<file path="config.mk">
export PLATFORM = sky130hd
export DESIGN_NAME = channel_selftrig_top
export DESIGN_NICKNAME = d
export VERILOG_FILES = /design/src/design/chan_pkg.sv /design/src/design/master_reset.sv /design/src/design/self_trigger.sv /design/src/design/waveform_buffer.sv /design/src/design/burst_width_converter.sv /design/src/design/readout_control.sv /design/src/design/link_tx_mux.sv /design/src/design/channel_selftrig_top.sv
export SDC_FILE = /design/constraint.sdc
export NUM_CORES = 1
export LEC_CHECK = 0
export BUFFER_PORTS_ARGS = -buffer_cell sky130_fd_sc_hd__buf_2
export CAP_MARGIN = 40
export CORE_ASPECT_RATIO = 1.5
export CORE_MARGIN = 5
export CORE_UTILIZATION = 40
export DETAILED_ROUTE_END_ITERATION = 8
export GPL_ROUTABILITY_DRIVEN = 0
export MAX_ROUTING_LAYER = met4
export PLACE_DENSITY = 0.64
export SYNTH_ARGS = -nofsm -noshare
export SYNTH_HDL_FRONTEND = slang
export SYNTH_HIERARCHICAL = 1
export SYNTH_SLANG_ARGS = --single-unit
export TNS_END_PERCENT = 30
</file>
<file path="constraint.sdc">
create_clock -name clk125 -period 21.3 [get_ports clk125]
set_clock_uncertainty 0.1 [all_clocks]
set_input_delay 3.195 -clock clk125 [delete_from_list [all_inputs] [get_ports clk125]]
set_output_delay 3.195 -clock clk125 [all_outputs]
set_load 0.02 [all_outputs]
</file>
<file path="src/design/chan_pkg.sv">
`default_nettype none

package chan_pkg;

  //////////////////////////////////////////////////
  // datapath widths
  //////////////////////////////////////////////////
  localparam int SAMPLE_W = 12;                    // raw adc sample
  localparam int LANE_W   = 16;                    // sample lane, zero-extended
  localparam int BURST_W  = 128;                   // eight lanes per stored burst
  localparam int WORD_W   = 32;                    // link word, two lanes

  localparam int FILL_NUM_W = 24;                  // fill counter in header word 0

  // pedestal is the mean of 2**PED_SAMPLES_LOG2 samples
  localparam int PED_SAMPLES_LOG2 = 3;

  //////////////////////////////////////////////////
  // header opcodes, top byte of each header word
  //////////////////////////////////////////////////
  typedef enum logic [7:0] {
    OP_FILL_HEADER = 8'hF1,                        // carries the fill number
    OP_PEDESTAL    = 8'hF2                         // carries the measured pedestal
  } opcode_e;

  // readout sequencing, one fill per req/ack cycle
  typedef enum logic [2:0] {
    IDLE,                                          // waiting for rd_req with acq_done
    HDR0,                                          // fill header word
    HDR1,                                          // pedestal word
    DATA,                                          // buffer bursts on the link
    ACK                                            // rd_ack high until rd_req drops
  } rd_state_e;

endpackage

`default_nettype wire

</file>
<file path="src/design/master_reset.sv">
`timescale 1ns/1ps
`default_nettype none

module master_reset #(
  parameter int LONG_RESET_CYCLES = 16
) (
  input  logic clk125,
  input  logic rst_n,
  input  logic rst_from_master,                    // async line from the master
  output logic cnt_reset,                          // short pulse seen
  output logic full_rst                            // long pulse seen
);

  localparam int CNT_W = $clog2(LONG_RESET_CYCLES + 1);
  localparam logic [CNT_W-1:0] LONG_LIM = CNT_W'(LONG_RESET_CYCLES);

  logic [1:0]       line_sync;                     // two-stage synchronizer
  logic [CNT_W-1:0] high_cnt;                      // cycles the line has been high

  always_ff @(posedge clk125) begin
    if (!rst_n) begin
      line_sync <= '0;
      high_cnt  <= '0;
      cnt_reset <= 1'b0;
      full_rst  <= 1'b0;
    end else begin
      line_sync <= {line_sync[0], rst_from_master};
      if (line_sync[1]) begin
        if (high_cnt != LONG_LIM) high_cnt <= high_cnt + 1'b1;   // saturate at the limit
        full_rst  <= (high_cnt == LONG_LIM - 1'b1);               // fires once, on the limit
        cnt_reset <= 1'b0;
      end else begin
        // line dropped before the limit, so it was a short pulse
        cnt_reset <= (high_cnt != '0) && (high_cnt != LONG_LIM);
        full_rst  <= 1'b0;
        high_cnt  <= '0;
      end
    end
  end

  // one pulse per master request, never both kinds
  a_one_kind: assert property (@(posedge clk125) disable iff (!rst_n)
    !(cnt_reset && full_rst));

endmodule

`default_nettype wire

</file>
<file path="src/design/self_trigger.sv">
`timescale 1ns/1ps
`default_nettype none

module self_trigger #(
  parameter int NUM_BURSTS = 2
) (
  input  logic                          clk125,
  input  logic                          rst_n,
  input  logic                          full_rst,
  input  logic                          enable_triggering,
  input  logic [chan_pkg::SAMPLE_W-1:0] adc_sample,
  input  logic [chan_pkg::SAMPLE_W-1:0] selftrig_threshold,
  input  logic                          buf_free,           // readout released the buffer
  output logic                          acq_trig,
  output logic                          acq_done,
  output logic                          wr_en,
  output logic [chan_pkg::SAMPLE_W-1:0] wr_sample,
  output logic [chan_pkg::SAMPLE_W-1:0] pedestal
);

  localparam int SUM_W   = chan_pkg::SAMPLE_W + chan_pkg::PED_SAMPLES_LOG2;
  localparam int CMP_W   = chan_pkg::SAMPLE_W + 1;            // headroom for ped + thr
  localparam int CAP_LEN = NUM_BURSTS * (chan_pkg::BURST_W / chan_pkg::LANE_W);
  localparam int CAP_W   = $clog2(CAP_LEN + 1);

  typedef enum logic [2:0] {ST_IDLE, ST_AVG, ST_ARMED, ST_CAPTURE, ST_DONE} trig_state_e;

  trig_state_e                         state;
  logic [chan_pkg::PED_SAMPLES_LOG2-1:0] ped_cnt;
  logic [SUM_W-1:0]                    ped_sum, sum_next;
  logic [CAP_W-1:0]                    cap_cnt;
  logic [CMP_W-1:0]                    trig_level;
  logic                                hit;

  assign sum_next   = ped_sum + SUM_W'(adc_sample);
  assign trig_level = {1'b0, pedestal} + {1'b0, selftrig_threshold};
  assign hit        = {1'b0, adc_sample} > trig_level;        // strictly above

  always_ff @(posedge clk125) begin
    if (!rst_n || full_rst) begin
      state    <= ST_IDLE;
      ped_cnt  <= '0;
      cap_cnt  <= '0;
      acq_trig <= 1'b0;
      acq_done <= 1'b0;
      wr_en    <= 1'b0;
    end else begin
      acq_trig  <= 1'b0;                                      // pulses by default
      wr_en     <= 1'b0;
      wr_sample <= adc_sample;                                // written only with wr_en
      case (state)
        ST_IDLE: if (enable_triggering) begin
          ped_sum <= SUM_W'(adc_sample);                      // first pedestal sample
          ped_cnt <= 1'b1;
          state   <= ST_AVG;
        end
        ST_AVG: begin
          ped_sum <= sum_next;
          ped_cnt <= ped_cnt + 1'b1;
          if (!enable_triggering) state <= ST_IDLE;
          else if (&ped_cnt) begin                            // eighth sample
            pedestal <= sum_next[SUM_W-1 -: chan_pkg::SAMPLE_W];  // divide by 8
            state    <= ST_ARMED;
          end
        end
        ST_ARMED: begin
          if (!enable_triggering) state <= ST_IDLE;
          else if (hit) begin
            acq_trig <= 1'b1;
            wr_en    <= 1'b1;                                 // trigger sample is lane 0
            cap_cnt  <= CAP_W'(1);
            state    <= ST_CAPTURE;
          end
        end
        ST_CAPTURE: begin
          wr_en   <= 1'b1;
          cap_cnt <= cap_cnt + 1'b1;
          if (cap_cnt == CAP_W'(CAP_LEN - 1)) state <= ST_DONE;
        end
        ST_DONE: begin
          acq_done <= !buf_free;                              // rises after the last write
          if (buf_free) state <= ST_IDLE;
        end
        default: state <= ST_IDLE;
      endcase
    end
  end

  // nothing lands in the buffer while a fill waits for readout
  a_no_wr_when_done: assert property (@(posedge clk125) disable iff (!rst_n)
    acq_done |-> !wr_en);

endmodule

`default_nettype wire

</file>
<file path="src/design/waveform_buffer.sv">
`timescale 1ns/1ps
`default_nettype none

module waveform_buffer #(
  parameter int NUM_BURSTS = 2
) (
  input  logic                          clk125,
  input  logic                          rst_n,
  input  logic                          full_rst,
  input  logic                          wr_en,
  input  logic [chan_pkg::SAMPLE_W-1:0] wr_sample,
  input  logic                          rd_start,           // rewind to burst 0
  input  logic                          rd_next,            // current burst taken
  output logic [chan_pkg::BURST_W-1:0]  rd_data,
  output logic                          rd_valid
);

  localparam int LANES = chan_pkg::BURST_W / chan_pkg::LANE_W;
  localparam int PTR_W = (NUM_BURSTS > 1) ? $clog2(NUM_BURSTS) : 1;
  localparam logic [PTR_W-1:0] LAST_PTR = PTR_W'(NUM_BURSTS - 1);

  logic [chan_pkg::BURST_W-1:0] mem [NUM_BURSTS];
  logic [chan_pkg::BURST_W-1:0] pack, pack_next;
  logic [$clog2(LANES)-1:0]     lane_cnt;
  logic [PTR_W-1:0]             wr_ptr, rd_ptr;

  // new sample enters the top lane, so sample zero ends up in lane 0
  assign pack_next = {{(chan_pkg::LANE_W - chan_pkg::SAMPLE_W){1'b0}}, wr_sample,
                      pack[chan_pkg::BURST_W-1:chan_pkg::LANE_W]};

  //////////////////////////////////////////////////
  // write side
  //////////////////////////////////////////////////
  always_ff @(posedge clk125) begin
    if (wr_en) pack <= pack_next;
    if (wr_en && &lane_cnt) mem[wr_ptr] <= pack_next;         // eighth sample closes a burst
  end

  always_ff @(posedge clk125) begin
    if (!rst_n || full_rst) begin
      lane_cnt <= '0;
      wr_ptr   <= '0;
    end else if (wr_en) begin
      lane_cnt <= lane_cnt + 1'b1;
      if (&lane_cnt) wr_ptr <= (wr_ptr == LAST_PTR) ? '0 : wr_ptr + 1'b1;
    end
  end

  //////////////////////////////////////////////////
  // read side, data one cycle after the request
  //////////////////////////////////////////////////
  always_ff @(posedge clk125) begin
    if (!rst_n || full_rst) begin
      rd_ptr   <= '0;
      rd_valid <= 1'b0;
    end else if (rd_start) begin
      rd_ptr   <= '0;
      rd_data  <= mem[0];
      rd_valid <= 1'b1;
    end else if (rd_next) begin
      if (rd_ptr == LAST_PTR) rd_valid <= 1'b0;               // waveform exhausted
      else begin
        rd_ptr  <= rd_ptr + 1'b1;
        rd_data <= mem[rd_ptr + 1'b1];
      end
    end
  end

endmodule

`default_nettype wire

</file>
<file path="src/design/burst_width_converter.sv">
`timescale 1ns/1ps
`default_nettype none

module burst_width_converter (
  input  logic                         clk125,
  input  logic                         rst_n,
  input  logic                         full_rst,
  input  logic [chan_pkg::BURST_W-1:0] s_data,
  input  logic                         s_valid,
  input  logic                         s_last,
  output logic                         s_ready,
  output logic [chan_pkg::WORD_W-1:0]  m_data,
  output logic                         m_valid,
  output logic                         m_last,
  input  logic                         m_ready
);

  logic [chan_pkg::BURST_W-1:0] cur, held;      // burst being read, burst waiting
  logic                         cur_valid, held_valid;
  logic                         cur_last, held_last;
  logic [1:0]                   lane;           // word index inside cur
  logic                         word_done, cur_free, accept;

  assign accept    = s_valid && s_ready;
  assign word_done = m_valid && m_ready;
  assign cur_free  = !cur_valid || (word_done && lane == 2'd3);   // empty or emptying

  assign s_ready = !held_valid;                 // room for one more burst
  assign m_valid = cur_valid;
  assign m_data  = cur[lane*chan_pkg::WORD_W +: chan_pkg::WORD_W];  // lowest word first
  assign m_last  = cur_last && lane == 2'd3;

  always_ff @(posedge clk125) begin
    if (!rst_n || full_rst) begin
      cur_valid  <= 1'b0;
      held_valid <= 1'b0;
      lane       <= '0;
    end else begin
      if (word_done) lane <= lane + 1'b1;       // wraps after the fourth word
      if (cur_free) begin
        if (held_valid) begin                   // waiting burst moves up
          cur        <= held;
          cur_last   <= held_last;
          cur_valid  <= 1'b1;
          held_valid <= 1'b0;
        end else begin
          cur       <= s_data;
          cur_last  <= s_last;
          cur_valid <= accept;
        end
      end else if (accept) begin                // cur still busy, park it
        held       <= s_data;
        held_last  <= s_last;
        held_valid <= 1'b1;
      end
    end
  end

endmodule

`default_nettype wire

</file>
<file path="src/design/readout_control.sv">
`timescale 1ns/1ps
`default_nettype none

module readout_control #(
  parameter int NUM_BURSTS = 2
) (
  input  logic                          clk125,
  input  logic                          rst_n,
  input  logic                          full_rst,
  input  logic                          cnt_reset,          // zero the fill number
  input  logic                          acq_done,
  input  logic                          rd_req,
  input  logic [chan_pkg::SAMPLE_W-1:0] pedestal,
  input  logic                          cmd_ready,
  input  logic                          data_accept,        // buffer word taken by the link
  input  logic                          data_last,          // converter last before the accept qualifier
  output logic                          rd_ack,
  output logic                          buf_free,
  output logic                          rd_start,
  output logic                          use_buffer_data,
  output logic [chan_pkg::WORD_W-1:0]   cmd_data,
  output logic                          cmd_valid,
  output logic                          cmd_last,
  output logic                          burst_valid,
  output logic                          burst_last
);

  localparam int SENT_W = $clog2(NUM_BURSTS + 1);
  localparam int PAD_W  = chan_pkg::WORD_W - 8 - chan_pkg::SAMPLE_W;

  chan_pkg::rd_state_e               state;
  logic [chan_pkg::FILL_NUM_W-1:0]   fill_num;
  logic [SENT_W-1:0]                 sent;      // bursts handed to the converter
  logic [1:0]                        occ;       // bursts inside the converter
  logic [1:0]                        word_cnt;  // words of the oldest burst sent
  logic                              drain, fill_done;

  assign drain     = data_accept && word_cnt == 2'd3;
  assign fill_done = data_accept && data_last;

  assign rd_start        = state == chan_pkg::IDLE && rd_req && acq_done;
  assign rd_ack          = state == chan_pkg::ACK;
  assign use_buffer_data = state == chan_pkg::DATA;
  assign cmd_valid       = state == chan_pkg::HDR0 || state == chan_pkg::HDR1;
  assign cmd_last        = 1'b0;                // headers never close a fill
  assign cmd_data = (state == chan_pkg::HDR0) ?
                    {chan_pkg::OP_FILL_HEADER, fill_num} :
                    {chan_pkg::OP_PEDESTAL, {PAD_W{1'b0}}, pedestal};

  // offer a burst only when the converter has a free slot
  assign burst_valid = use_buffer_data && sent != SENT_W'(NUM_BURSTS) && occ != 2'd2;
  assign burst_last  = sent == SENT_W'(NUM_BURSTS - 1);

  always_ff @(posedge clk125) begin
    if (!rst_n || full_rst) begin
      state    <= chan_pkg::IDLE;
      fill_num <= '0;
      sent     <= '0;
      occ      <= '0;
      word_cnt <= '0;
      buf_free <= 1'b0;
    end else begin
      buf_free <= 1'b0;
      occ      <= occ + {1'b0, burst_valid} - {1'b0, drain};
      if (data_accept) word_cnt <= word_cnt + 1'b1;
      if (burst_valid) sent <= sent + 1'b1;
      case (state)
        chan_pkg::IDLE: if (rd_start) begin
          sent  <= '0;
          state <= chan_pkg::HDR0;
        end
        chan_pkg::HDR0: if (cmd_ready) state <= chan_pkg::HDR1;
        chan_pkg::HDR1: if (cmd_ready) state <= chan_pkg::DATA;
        chan_pkg::DATA: if (fill_done) begin
          fill_num <= fill_num + 1'b1;
          buf_free <= 1'b1;                     // self_trigger may rearm
          state    <= chan_pkg::ACK;
        end
        chan_pkg::ACK: if (!rd_req) state <= chan_pkg::IDLE;   // four-phase close
        default: state <= chan_pkg::IDLE;
      endcase
      if (cnt_reset) fill_num <= '0;            // master wins over the increment
    end
  end

  // at ack the mux is back on commands and no burst is left in the converter
  a_ack_drained: assert property (@(posedge clk125) disable iff (!rst_n)
    rd_ack |-> !use_buffer_data && occ == 2'd0);

endmodule

`default_nettype wire

</file>
<file path="src/design/link_tx_mux.sv">
`timescale 1ns/1ps
`default_nettype none

module link_tx_mux (
  input  logic        clk125,
  input  logic        rst_n,
  input  logic        readout_pause,            // async from the master
  input  logic        use_buffer_data,
  input  logic [31:0] cmd_data,
  input  logic        cmd_valid,
  input  logic        cmd_last,
  output logic        cmd_ready,
  input  logic [31:0] data_data,
  input  logic        data_valid,
  input  logic        data_last,
  output logic        data_ready,
  output logic [31:0] tx_tdata,
  output logic        tx_tvalid,
  output logic        tx_tlast,
  input  logic        tx_tready,
  output logic        data_accept
);

  logic [1:0] pause_sync;
  logic       link_go;                          // link ready and not paused

  always_ff @(posedge clk125) begin
    if (!rst_n) pause_sync <= '0;
    else        pause_sync <= {pause_sync[0], readout_pause};
  end

  assign link_go = tx_tready && !pause_sync[1];

  // 2:1 select, pause also hides valid from the link
  assign tx_tdata  = use_buffer_data ? data_data : cmd_data;
  assign tx_tlast  = use_buffer_data ? data_last : cmd_last;
  assign tx_tvalid = (use_buffer_data ? data_valid : cmd_valid) && !pause_sync[1];

  assign data_ready  = use_buffer_data && link_go;   // only the chosen source sees ready
  assign cmd_ready   = !use_buffer_data && link_go;
  assign data_accept = data_ready && data_valid;

endmodule

`default_nettype wire

</file>
<file path="src/design/channel_selftrig_top.sv">
`timescale 1ns/1ps
`default_nettype none

module channel_selftrig_top #(
  parameter int NUM_BURSTS        = 2,
  parameter int LONG_RESET_CYCLES = 16
) (
  input  logic                          clk125,
  input  logic                          rst_n,
  input  logic [chan_pkg::SAMPLE_W-1:0] adc_sample,
  input  logic                          enable_triggering,
  input  logic [chan_pkg::SAMPLE_W-1:0] selftrig_threshold,
  input  logic                          rst_from_master,
  input  logic                          readout_pause,
  input  logic                          rd_req,
  input  logic                          tx_tready,
  output logic                          acq_trig,
  output logic                          acq_done,
  output logic                          rd_ack,
  output logic [chan_pkg::WORD_W-1:0]   tx_tdata,
  output logic                          tx_tvalid,
  output logic                          tx_tlast
);

  logic                          cnt_reset, full_rst, buf_free;
  logic                          wr_en;
  logic [chan_pkg::SAMPLE_W-1:0] wr_sample, pedestal;
  logic                          rd_start, rd_valid;
  logic [chan_pkg::BURST_W-1:0]  rd_data;
  logic                          burst_valid, burst_last, burst_ready;
  logic [chan_pkg::WORD_W-1:0]   word_data, cmd_data;
  logic                          word_valid, word_last, word_ready;
  logic                          cmd_valid, cmd_last, cmd_ready;
  logic                          use_buffer_data, data_accept;

  master_reset #(.LONG_RESET_CYCLES(LONG_RESET_CYCLES)) master_reset_inst (
    .clk125, .rst_n, .rst_from_master, .cnt_reset, .full_rst
  );

  self_trigger #(.NUM_BURSTS(NUM_BURSTS)) self_trigger_inst (
    .clk125, .rst_n, .full_rst, .enable_triggering, .adc_sample, .selftrig_threshold,
    .buf_free, .acq_trig, .acq_done, .wr_en, .wr_sample, .pedestal
  );

  waveform_buffer #(.NUM_BURSTS(NUM_BURSTS)) waveform_buffer_inst (
    .clk125, .rst_n, .full_rst, .wr_en, .wr_sample, .rd_start,
    .rd_next (burst_valid),                     // each offered burst is taken
    .rd_data, .rd_valid
  );

  burst_width_converter burst_width_converter_inst (
    .clk125, .rst_n, .full_rst,
    .s_data  (rd_data),     .s_valid (burst_valid), .s_last (burst_last),
    .s_ready (burst_ready),
    .m_data  (word_data),   .m_valid (word_valid),  .m_last (word_last),
    .m_ready (word_ready)
  );

  readout_control #(.NUM_BURSTS(NUM_BURSTS)) readout_control_inst (
    .clk125, .rst_n, .full_rst, .cnt_reset, .acq_done, .rd_req, .pedestal,
    .cmd_ready, .data_accept,
    .data_last (word_last),
    .rd_ack, .buf_free, .rd_start, .use_buffer_data,
    .cmd_data, .cmd_valid, .cmd_last, .burst_valid, .burst_last
  );

  link_tx_mux link_tx_mux_inst (
    .clk125, .rst_n, .readout_pause, .use_buffer_data,
    .cmd_data, .cmd_valid, .cmd_last, .cmd_ready,
    .data_data (word_data), .data_valid (word_valid), .data_last (word_last),
    .data_ready (word_ready),
    .tx_tdata, .tx_tvalid, .tx_tlast, .tx_tready, .data_accept
  );

  // the occupancy count in readout_control must match the converter and buffer
  a_burst_offer_ok: assert property (@(posedge clk125) disable iff (!rst_n)
    burst_valid |-> burst_ready && rd_valid);

endmodule

`default_nettype wire

</file>
# Word-level counts from Yosys, hierarchy flattened
# Memory sizes are Yosys's and may differ from the RTL's.
# Index checks and enable logic that the tools add are counted.
# op_classes
n_addsub	14
multipliers	0
n_div	0
order_cmp	1
n_eq_ne	29
n_shift	1
muxes	41
bitwise	5
reduce_logical	51
# op_table
op	count
2-to-1 mux 128 bit	4
indexed part select 128 x 8 -> 32 bit	1
2-to-1 mux 3 bit	12
2-to-1 mux 32 bit	1
case mux 15 bit (2 select lines)	1
case mux 3 bit (5 select lines)	2
2-to-1 mux 26 bit	1
adder 24 x 1 -> 24 bit (second input constant)	1
inequality test 2 bit (second input constant)	10
AND reduction 3 bit	6
logical AND 1 bit	16
adder 15 x 12 -> 15 bit	1
2-to-1 mux 15 bit	1
adder 12 x 12 -> 13 bit	1
> comparator 12 x 13 -> 1 bit	1
== test 3 x 2 -> 1 bit (second input constant)	4
OR reduction 2 bit	6
2-to-1 mux 1 bit	11
adder 5 x 1 -> 5 bit (second input constant)	2
== test 5 x 4 -> 1 bit (second input constant)	2
2-to-1 mux 5 bit	2
case mux 5 bit (2 select lines)	1
AND reduction 5 bit	2
AND reduction 2 bit	4
23 further kinds	49
# totals
register_bits	589
latchBits	0
mem_bits_rw	192
rom_bits	0
input_bits	31
output_inout_bits	37
mem_count	1
# memory_table
memory	depth	width	read_ports	rd_clocked_by_memory_dff	write_ports	line_no	text
waveform_buffer_inst.mem	2	96	2	0	1	waveform_buffer.sv:22	logic [chan_pkg::BURST_W-1:0] mem [NUM_BURSTS];

# Logic depth before layout (Yosys ltp)
# Gate-level depths: netlist of the first run.
# depth
depth_word	8
ltp_mapped	16
mapped_depth_nobuf	16

# Hierarchy
# The synthesis of the first run kept the hierarchy.
# by_module_without_submodules
module	n_inst	cells_per_inst	area_each_um2	seq_area_each_um2
waveform_buffer	1	542	13018.7	11290.8
burst_width_converter	1	463	10318.6	7827.5
self_trigger	1	310	3359.5	1451.4
readout_control	1	234	1948.1	680.7
link_tx_mux	1	46	638.1	40.0
master_reset	1	38	392.9	180.2

# Worst setup path before layout of the first run
# Ideal clock, no wire load.
# synth_path
path_type	input to register
start	input port tx_tready
end	register burst_width_converter_inst/held[0] (netlist bit), enable pin
t_arrival_ns	15.786
t_required_ns	20.267
setup_slack_ns	4.481
path_stages	3
path_buffers	0
path_cell_list	and3b_2 -> a21bo_2 -> nor4_1
# synth_between
elab_chain_cells	7
# synth_lines
element	line_no	text
start: declaration	channel_selftrig_top.sv:16	input logic tx_tready,
logical AND 1 bit	link_tx_mux.sv:32	assign link_go = tx_tready && !pause_sync[1];
logical AND 1 bit	link_tx_mux.sv:39	assign data_ready = use_buffer_data && link_go;
logical AND 1 bit	burst_width_converter.sv:25	assign word_done = m_valid && m_ready;
logical AND 1 bit	burst_width_converter.sv:26	assign cur_free = !cur_valid || (word_done && lane == 2'd3);
logical OR 1 bit	burst_width_converter.sv:26	
NOT 1 bit (no line)	--	
AND reduction 3 bit (no line)	--	
end signal: assignment	burst_width_converter.sv:52	held <= s_data;
end: declaration	burst_width_converter.sv:18	logic [chan_pkg::BURST_W-1:0] cur, held;
# No other way between the ends.
# A chain may end at the register's enable or synchronous reset.

# Worst setup path in the final report of the first run
# layout_path
start	register readout_control_inst.state[1]
end	output port tx_tdata[29] (netlist bit)
# layout_between
elab_chain_cells	2
# layout_lines
element	line_no	text
start: declaration	readout_control.sv:31	chan_pkg::rd_state_e state;
start signal: assignment	readout_control.sv:56	state <= chan_pkg::IDLE;
start signal: assignment	readout_control.sv:70	state <= chan_pkg::HDR0;
start signal: assignment	readout_control.sv:72	chan_pkg::HDR0: if (cmd_ready) state <= chan_pkg::HDR1;
== test 3 x 2 -> 1 bit	readout_control.sv:43	assign use_buffer_data = state == chan_pkg::DATA;
via use_buffer_data	channel_selftrig_top.sv:34	logic use_buffer_data, data_accept;
2-to-1 mux 32 bit	link_tx_mux.sv:35	assign tx_tdata = use_buffer_data ? data_data : cmd_data;
end: declaration	channel_selftrig_top.sv:20	output logic [chan_pkg::WORD_W-1:0] tx_tdata,
# The timed path passes the listed nets, and every way through them passes these cells.

==> out/results.ini, run 1 <==
[layout]
final_layout_size_suffix_gt1_share_pct = 30.3
area_delta_synth_final_pct = 12.4
nets = 1821
diodes = 0

[synth]
syn_avg_cell_area_um2 = 18.2
ys_warn_count = 6
netlist_area_mm2 = 0.0296
synthCells = 1629

[pwr]
switching_share_pct = 19.4
irDropWorstVdd_mv = 0.0527
switchingPower_uw = 557
p_leak_uw = 0.0113
seq_power_share_pct = 55.1
power_density_mw_per_mm2 = 86.2
pwr-share-clk_pct = 42.4
p_comb_share_pct = 2.5
internal-power_uw = 2310
p_total_uw = 2870

[clocking]
cts.sinks = 737
post_cts_resized = 0
cts.clk_slew.worst_paths_ps = 60
cts_buffer_depth = 3
postCtsSetupBuffers = 0
cts_buffers = 69
cts.htree.levels = 3
clk_latency_ps = 590
cts_tree = done
cts-root-buf = clkbuf_16
hold_buffers = 0

[place]
place_hpwl_um = 33200
place_ws_ps = 14720
io_buffers = 67

[sta]
rsz0062_at_grt = false
fin_ws_ps = 15110
fin_tns_setup_ps = 0
slew_headroom_pct = 42.1
fin_crit_ps = 6200
tightest_slew_ps = 869
clock.fmax_mhz = 161
fin_crit_sh_pct = 29.1
report.final.slew_viol_count = 0
setup_viol = 0
finalHoldViolCount = 0

[worst_setup_path]
reg2reg_from = readout_control_inst/state[1]
crit_path_start_kind = register
cp_data_required_time_ps = 18010
crit_fanout = 27
r2r_cells = 9
crit-reg2reg-capture = readout_control_inst/fill_num[9]
path_cells = nand3b_4, inv_2, buf_4, mux2_2, buf_2
worst_setup_path_end_kind = output port
r2r_slack_ps = 17300
crit_type = register to output port
worstPathArrival_ps = 2900
slowest_stage = buf_4
critPathMaxStageDelay_ps = 560

[hold_path]
worstHoldPathType = register to register
whs_endpoint = master_reset_inst/line_sync[1]
hold_depth = 1
hold_start = master_reset_inst/line_sync[0]

[floorplanning]
core-area_mm2 = 0.0737
die_h_um = 343
ioPinCount = 68
rows = 122
floorplan.initialDensity_pct = 40.2
die-area_mm2 = 0.0797
die_width_um = 232

[job]
max_cap_viol_count = 0

[drt]
vias_per_cell = 4.97
detail-route-antenna-nets = 0
avgRoutedWirePerCell_um = 18.9
drc = 0
wl_um = 52500
route.vias.total = 13800
drt-initial-drc-count = 948
drt_first_pass_iters = 6

[grt]
antenna_found_initial = 0
globalRouteTotalUtil_pct = 13.6
grt.overflow.total = 0
grt_max_degree = 65
grt_pass1_vias = 14500
grt_pass1_wl_um = 82700

[outcome]
status = finished, final reports clean

[worst max path at each step]
stage                                                    end                          start  slack [ps]
after floorplan           burst_width_converter_inst/held[0]                      tx_tready        4480
after global placement          self_trigger_inst/cap_cnt[4]          selftrig_threshold[2]       14830
after detailed placement        self_trigger_inst/cap_cnt[4]          selftrig_threshold[2]       14720
after CTS                                       tx_tdata[29]  readout_control_inst/state[1]       15050
after global routing                            tx_tdata[31]  readout_control_inst/state[1]       14950
final                                           tx_tdata[29]  readout_control_inst/state[1]       15110
[critical path: cells and delay by family (launching register included)]
family / cells / cell delay [ps]
simple gates: 1 / 250
mux: 1 / 400
buf+inv: 3 / 1100
flops: 1 / 540
[routing by layer]
metal / part of all wire [%] / track usage, %
met5: 0 / -
met4: 3.0 / 5.16
met3: 3.2 / 2.02
met2: 52 / 23.6
met1: 42 / 16.2
[flip-flops by register name, summed over array words and instances, names as in the netlist, 2 cells and up]
register / flops
burst_width_converter_inst/cur: 128
burst_width_converter_inst/held: 128
burst_width_converter_inst/lane: 2
link_tx_mux_inst/pause_sync: 2
master_reset_inst/high_cnt: 5
master_reset_inst/line_sync: 2
readout_control_inst/fill_num: 24
readout_control_inst/occ: 2
readout_control_inst/sent: 2
readout_control_inst/state: 3
readout_control_inst/word_cnt: 2
self_trigger_inst/cap_cnt: 5
self_trigger_inst/ped_cnt: 3
self_trigger_inst/ped_sum: 15
self_trigger_inst/pedestal: 12
self_trigger_inst/state: 3
self_trigger_inst/wr_sample: 12
waveform_buffer_inst/lane_cnt: 3
waveform_buffer_inst/mem: 192
waveform_buffer_inst/pack: 84
waveform_buffer_inst/rd_data: 96
[cell usage in the layout, fill, tap and decap left out, types with 5 or more instances in the layout]
master       n
a31oi_1      5
nand3_1     18
clkinv_2    13
inv_1       21
nor2_1      53
nand2_1     43
clkinv_1     7
nand4_1     11
ha_1        51
nor3_1      11
xor2_1      15
or3_1       12
buf_16       6
or4_1        6
mux2_4      68
mux2_2     210
mux4_2      29
dfxtp_1     64
a21o_1       9
and3_1      10
mux2i_1      7
clkbuf_1    20
xnor2_1     23
bufinv_16    6
nand2b_1    13
o31ai_1      5
nor4_1       7
clkbuf_16   73
edfxtp_1   669
conb_1      39
o21ai_0     24
and2_1      23
nor2b_1      6
a21oi_1     42
buf_4       20
buf_2       67
[power groups by stage]
stage                     Clock (uW)  Sequential (uW)  Combinational (uW)
after CTS                       1250             1580                71.2
final                           1220             1580                71.0
after global placement             0             1610                67.7
after global routing            1310             1580                78.6
after floorplan                    0             1610                55.3
after detailed placement           0             1610                70.7
[cell type report]
cell class	instances	area, um2
Clock buffer	94	1920
Clock inverter	31	332
Timing Repair Buffer	97	731
Multi-Input combinational cell	810	7550
Tap cell	992	1240
Sequential cell	737	21500
Inverter	22	82.6
Fill cell	6276	40400
[metrics by stage]
step / util [%] / instances / cell area (um2) / hold WS [ps]
after floorplan: - / 1665 / 29800 / 312
after global routing: 45.2 / 2783 / 33300 / 351
after detailed placement: 42.1 / 2658 / 31100 / 327
after global placement: 41.8 / 2648 / 30800 / 318
final: 45.2 / 2783 / 33300 / 336
after CTS: 45.2 / 2783 / 33300 / 344
No activity file was read; power rests on OpenSTA's default activity.
==> run 2, diff against run 1 <==
==> constraint.sdc (replaced) <==
create_clock -name clk125 -period 5.7 [get_ports clk125]
set_clock_uncertainty 0.1 [all_clocks]
set_input_delay 0.855 -clock clk125 [delete_from_list [all_inputs] [get_ports clk125]]
set_output_delay 0.855 -clock clk125 [all_outputs]
set_load 0.02 [all_outputs]
==> out/results.ini, run 2 (same netlist as run 1, synthesis figures left out) <==
[outcome]
status = finished, final reports clean

[clocking]
cts_tree = done
postCtsSetupBuffers = 0
hold_buffers = 0
clk_latency_ps = 590
cts-root-buf = clkbuf_16
post_cts_resized = 0
cts.clk_slew.worst_paths_ps = 60
cts.sinks = 737
cts.htree.levels = 3
cts_buffer_depth = 3
cts_buffers = 69

[grt]
grt_pass1_wl_um = 83800
antenna_found_initial = 0
grt_pass1_vias = 14600
grt_max_degree = 97
grt.overflow.total = 0
globalRouteTotalUtil_pct = 13.8

[worst_setup_path]
crit-reg2reg-capture = self_trigger_inst/cap_cnt[4]
worstPathArrival_ps = 2930
cp-endpoint = tx_tdata[5]
crit_fanout = 15
worst_setup_path_end_kind = output port
startpoint = readout_control_inst/state[0]
cp_data_required_time_ps = 4740
r2r_cells = 13
r2r_slack_ps = 2050
crit_type = register to output port
crit_path_start_kind = register
reg2reg_from = self_trigger_inst/pedestal[1]

[layout]
mostFrequentLayoutCells = edfxtp_1, mux2_2, clkbuf_16
nets = 1816
stdcell_count = 2773
top_register = waveform_buffer_inst/mem
top_regs = waveform_buffer_inst/mem: 192 flops, burst_width_converter_inst/cur: 128 flops, burst_width_converter_inst/held: 128 flops
area_delta_synth_final_pct = 11.8
final_layout_size_suffix_gt1_share_pct = 30.4
n_fill_cell = 6304
largest_reg_flops = 192
utilization_pct = 45.0
final_common_cell = edfxtp_1

[drt]
drt-initial-drc-count = 969
drt_first_pass_iters = 5
met3_length_um = 2120
drc = 0
met1_length_um = 21700
detail-route-antenna-nets = 0
avgRoutedWirePerCell_um = 19.2
vias_per_cell = 4.96
wl_met2_um = 27800
dr.max_layer_used = met4
wl_um = 53300
route.vias.total = 13800

[floorplanning]
rows = 122
die-area_mm2 = 0.0797
die_h_um = 343
floorplan.initialDensity_pct = 40.2
core-area_mm2 = 0.0737
die_width_um = 232
ioPinCount = 68

[pwr]
p_leak_uw = 0.0113
power_density_mw_per_mm2 = 321
irDropWorstVdd_mv = 0.197

[sta]
fin_ws_ps = 1810
fin_crit_ps = 3890
tightest_slew_ps = 875
fin_crit_sh_pct = 68.2
slew_headroom_pct = 41.7
finalHoldViolCount = 0
clock.fmax_mhz = 257
report.final.slew_viol_count = 0
setup_viol = 0
rsz0062_at_grt = false

[job]
max_cap_viol_count = 0

[hold_path]
worstHoldPathType = register to register

[place]
place_hpwl_um = 34000
place_ws_ps = 1540
io_buffers = 67
placed_cells = 2653

==> run 2: cell types whose count changed in the layout (fill, tap and decap cells not counted), moves of 2 or more <==
cell / delta
diode_2: +2
clkinv_8: -2
buf_4: -3
clkinv_1: +2
clkbuf_1: -9
buf_16: -4
==> run 2: cell type report <==
class	instances	area (um2)	area share (%)
diodes	2	5.00	0.0151
clock buffers	86	1880	5.66
clock inverters	32	290	0.876
inverters	22	82.6	0.249
multi-input cells	810	7570	22.8
flip-flops and latches	737	21500	64.8
well taps	992	1240	3.74
repair buffers	92	623	1.88
==> run 2: worst min-delay path by stage <==
stage,from,to,slack [ps],cells past startpoint
floorplan,link_tx_mux_inst/pause_sync[0],link_tx_mux_inst/pause_sync[1],310,1
global placement,link_tx_mux_inst/pause_sync[0],link_tx_mux_inst/pause_sync[1],310,1
detailed placement,master_reset_inst/line_sync[0],master_reset_inst/line_sync[1],320,1
CTS,readout_pause,link_tx_mux_inst/pause_sync[0],320,2
global route,waveform_buffer_inst/rd_data[37],burst_width_converter_inst/held[37],350,0
finish,master_reset_inst/line_sync[0],master_reset_inst/line_sync[1],340,1
==> run 2: critical path, stage by stage, from the launching register on <==
cell and delay, ps:
dfxtp_1 500, nor3b_4 630, buf_4 340, mux2_2 390, mux2_4 310, buf_2 170
==> run 2: layer usage <==
layer	vias up	GRT usage (%)
li1	6452	-
met1	6951	16.4
met2	256	24.0
met3	94	2.12
met4	0	5.31
met5	-	-
==> run 2: metrics by stage <==
| stage | cell area (um2) | hold slack, ps | setup TNS [ps] | total power [uW] |
|---|---|---|---|---|
| after floorplan | 29800 | 312 | -295080 | 6230 |
| after global placement | 30900 | 314 | 0 | 6290 |
| after detailed placement | 31000 | 324 | 0 | 6300 |
| after CTS | 33100 | 323 | 0 | 10800 |
| after global routing | 33100 | 352 | 0 | 11000 |
| final | 33100 | 335 | 0 | 10600 |
==> run 2: where the power goes <==
group / switching [uW] / leakage, uW / internal [uW]
Clock: 1880 / 0.00107 / 2560
Combinational: 158 / 0.00351 / 111
Sequential: 25.4 / 0.00669 / 5890
==> run 3, diff against run 2 <==
==> constraint.sdc (replaced) <==
create_clock -name clk125 -period 3.9 [get_ports clk125]
set_clock_uncertainty 0.1 [all_clocks]
set_input_delay 0.585 -clock clk125 [delete_from_list [all_inputs] [get_ports clk125]]
set_output_delay 0.585 -clock clk125 [all_outputs]
set_load 0.02 [all_outputs]
==> out/results.ini, run 3 (same netlist as run 1, synthesis figures left out) <==
[layout]
final_common_cell = edfxtp_1
top_regs = waveform_buffer_inst/mem: 192 flops, burst_width_converter_inst/cur: 128 flops, burst_width_converter_inst/held: 128 flops
diodes = 0
largest_reg_flops = 192
nets = 1824
stdcell_count = 2782
area_delta_synth_final_pct = 12.6
top_register = waveform_buffer_inst/mem
final_layout_size_suffix_gt1_share_pct = 30.4
mostFrequentLayoutCells = edfxtp_1, mux2_2, clkbuf_16

[worst_setup_path]
cp_data_required_time_ps = 4300
crit_type = register to register
cp_top_family = compound AO/OA/AOI/OAI gates
crit_fanout = 7
slowest_stage = or4_4
startpoint = self_trigger_inst/pedestal[1]
path_cells = ha_1, a211oi_2, nor2_1, or4_4, a41oi_2, a211oi_1, xnor2_1, ha_1, nand3_1, nor2_1, o221ai_1, o211ai_1, nand4b_4, a41o_1
crit_buf_inv = 0
critPathMaxStageDelay_ps = 430
reg2reg_from = self_trigger_inst/pedestal[1]
worst_setup_path_end_kind = register
crit_path_start_kind = register
worstPathArrival_ps = 4020

[clocking]
cts_buffers = 70
clk_latency_ps = 600
cts_tree = done
cts.htree.levels = 3
cts.clk_slew.worst_paths_ps = 60
postCtsSetupBuffers = 0
cts.sinks = 737
cts_buffer_depth = 3
cts-root-buf = clkbuf_16

[drt]
avgRoutedWirePerCell_um = 19.0
vias_per_cell = 4.93
detail-route-antenna-nets = 0
drc = 0
drt_first_pass_iters = 7
wl_um = 52700
route.vias.total = 13700
drt-initial-drc-count = 766

[floorplanning]
core-area_mm2 = 0.0737
die-area_mm2 = 0.0797
ioPinCount = 68
rows = 122
floorplan.initialDensity_pct = 40.2
die_h_um = 343
die_width_um = 232

[grt]
grt_pass1_wl_um = 82100
grt_pass1_vias = 14400
antenna_found_initial = 0
use_met2_pct = 22.5
grt.busiest_layer = met2
globalRouteTotalUtil_pct = 13.6
met3_usage_pct = 2.08
use_met1_pct = 16.4
grt.overflow.total = 0
grt_max_degree = 97

[place]
io_buffers = 67
place_hpwl_um = 33400
placed_cells = 2660
place_ws_ps = 7.87

[pwr]
irDropWorstVdd_mv = 0.254
power_density_mw_per_mm2 = 472
p_leak_uw = 0.0114

[sta]
rsz0062_at_grt = false
finalHoldViolCount = 0
fin_crit_ps = 3620
fin_ws_ps = 277
fin_crit_sh_pct = 92.9
report.final.slew_viol_count = 0
slew_headroom_pct = 39.6
setup_viol = 0
tightest_slew_ps = 906
fin_tns_setup_ps = 0
hold_ws_ps = 93.3
clock.fmax_mhz = 276

[hold_path]
hold_start = rst_from_master
worstHoldPathType = primary input to register

[job]
max_cap_viol_count = 0

[outcome]
status = finished, final reports clean

[run 3: cell count changes in the layout (fill, tap and decap cells not counted), sizes merged]
cell,before,now
buf,92,99
bufinv,5,6
clkbuf,86,90
clkinvlp,2,1
diode,2,0
[run 3: metal layers]
layer | vias to the layer above | share of wire [%]
li1 | 6456 | -
met1 | 6949 | 42
met2 | 217 | 50
met3 | 99 | 3.1
met4 | 0 | 4.4
met5 | - | 0
[run 3: through the flow]
| step | instance area (um2) | utilization, % | total power, uW |
|---|---|---|---|
| floorplan | 29800 | - | 9100 |
| global route | 33400 | 45.3 | 16300 |
| CTS | 33400 | 45.2 | 15900 |
| global placement | 31100 | 42.1 | 9200 |
| detailed placement | 31100 | 42.2 | 9210 |
| finish | 33400 | 45.3 | 15700 |
[run 3: final timing paths]
path                                                       endpoint  depth (start not counted)  slack [ps]
worst min-delay path                 master_reset_inst/line_sync[0]                          2          90
worst min register to register  burst_width_converter_inst/held[37]                          0         340
worst max-delay path                   self_trigger_inst/cap_cnt[4]                         14         280
worst max register to register         self_trigger_inst/cap_cnt[4]                         14         280
[run 3: what timing repair did]
action                                  in CTS  in global routing
gates resized for setup                      0                  1
endpoints found under the setup margin       0                  1
hold buffers                                 0                  0
[run 3: cell type report]
class                      instances  area, um2
clock buffer                      90       1920
clock inverter                    32        328
fill                            6231      40400
inverter                          22       85.1
multi-input combinational        810       7570
sequential                       737      21500
tap                              992       1240
timing repair buffer              99        749
[run 3: power breakdown]
part           switching [uW]  internal, uW  total (uW)
Combinational             237           160         397
Sequential               36.1          8610        8650
Clock                    2810          3890        6690
Total                    3080         12700       15700
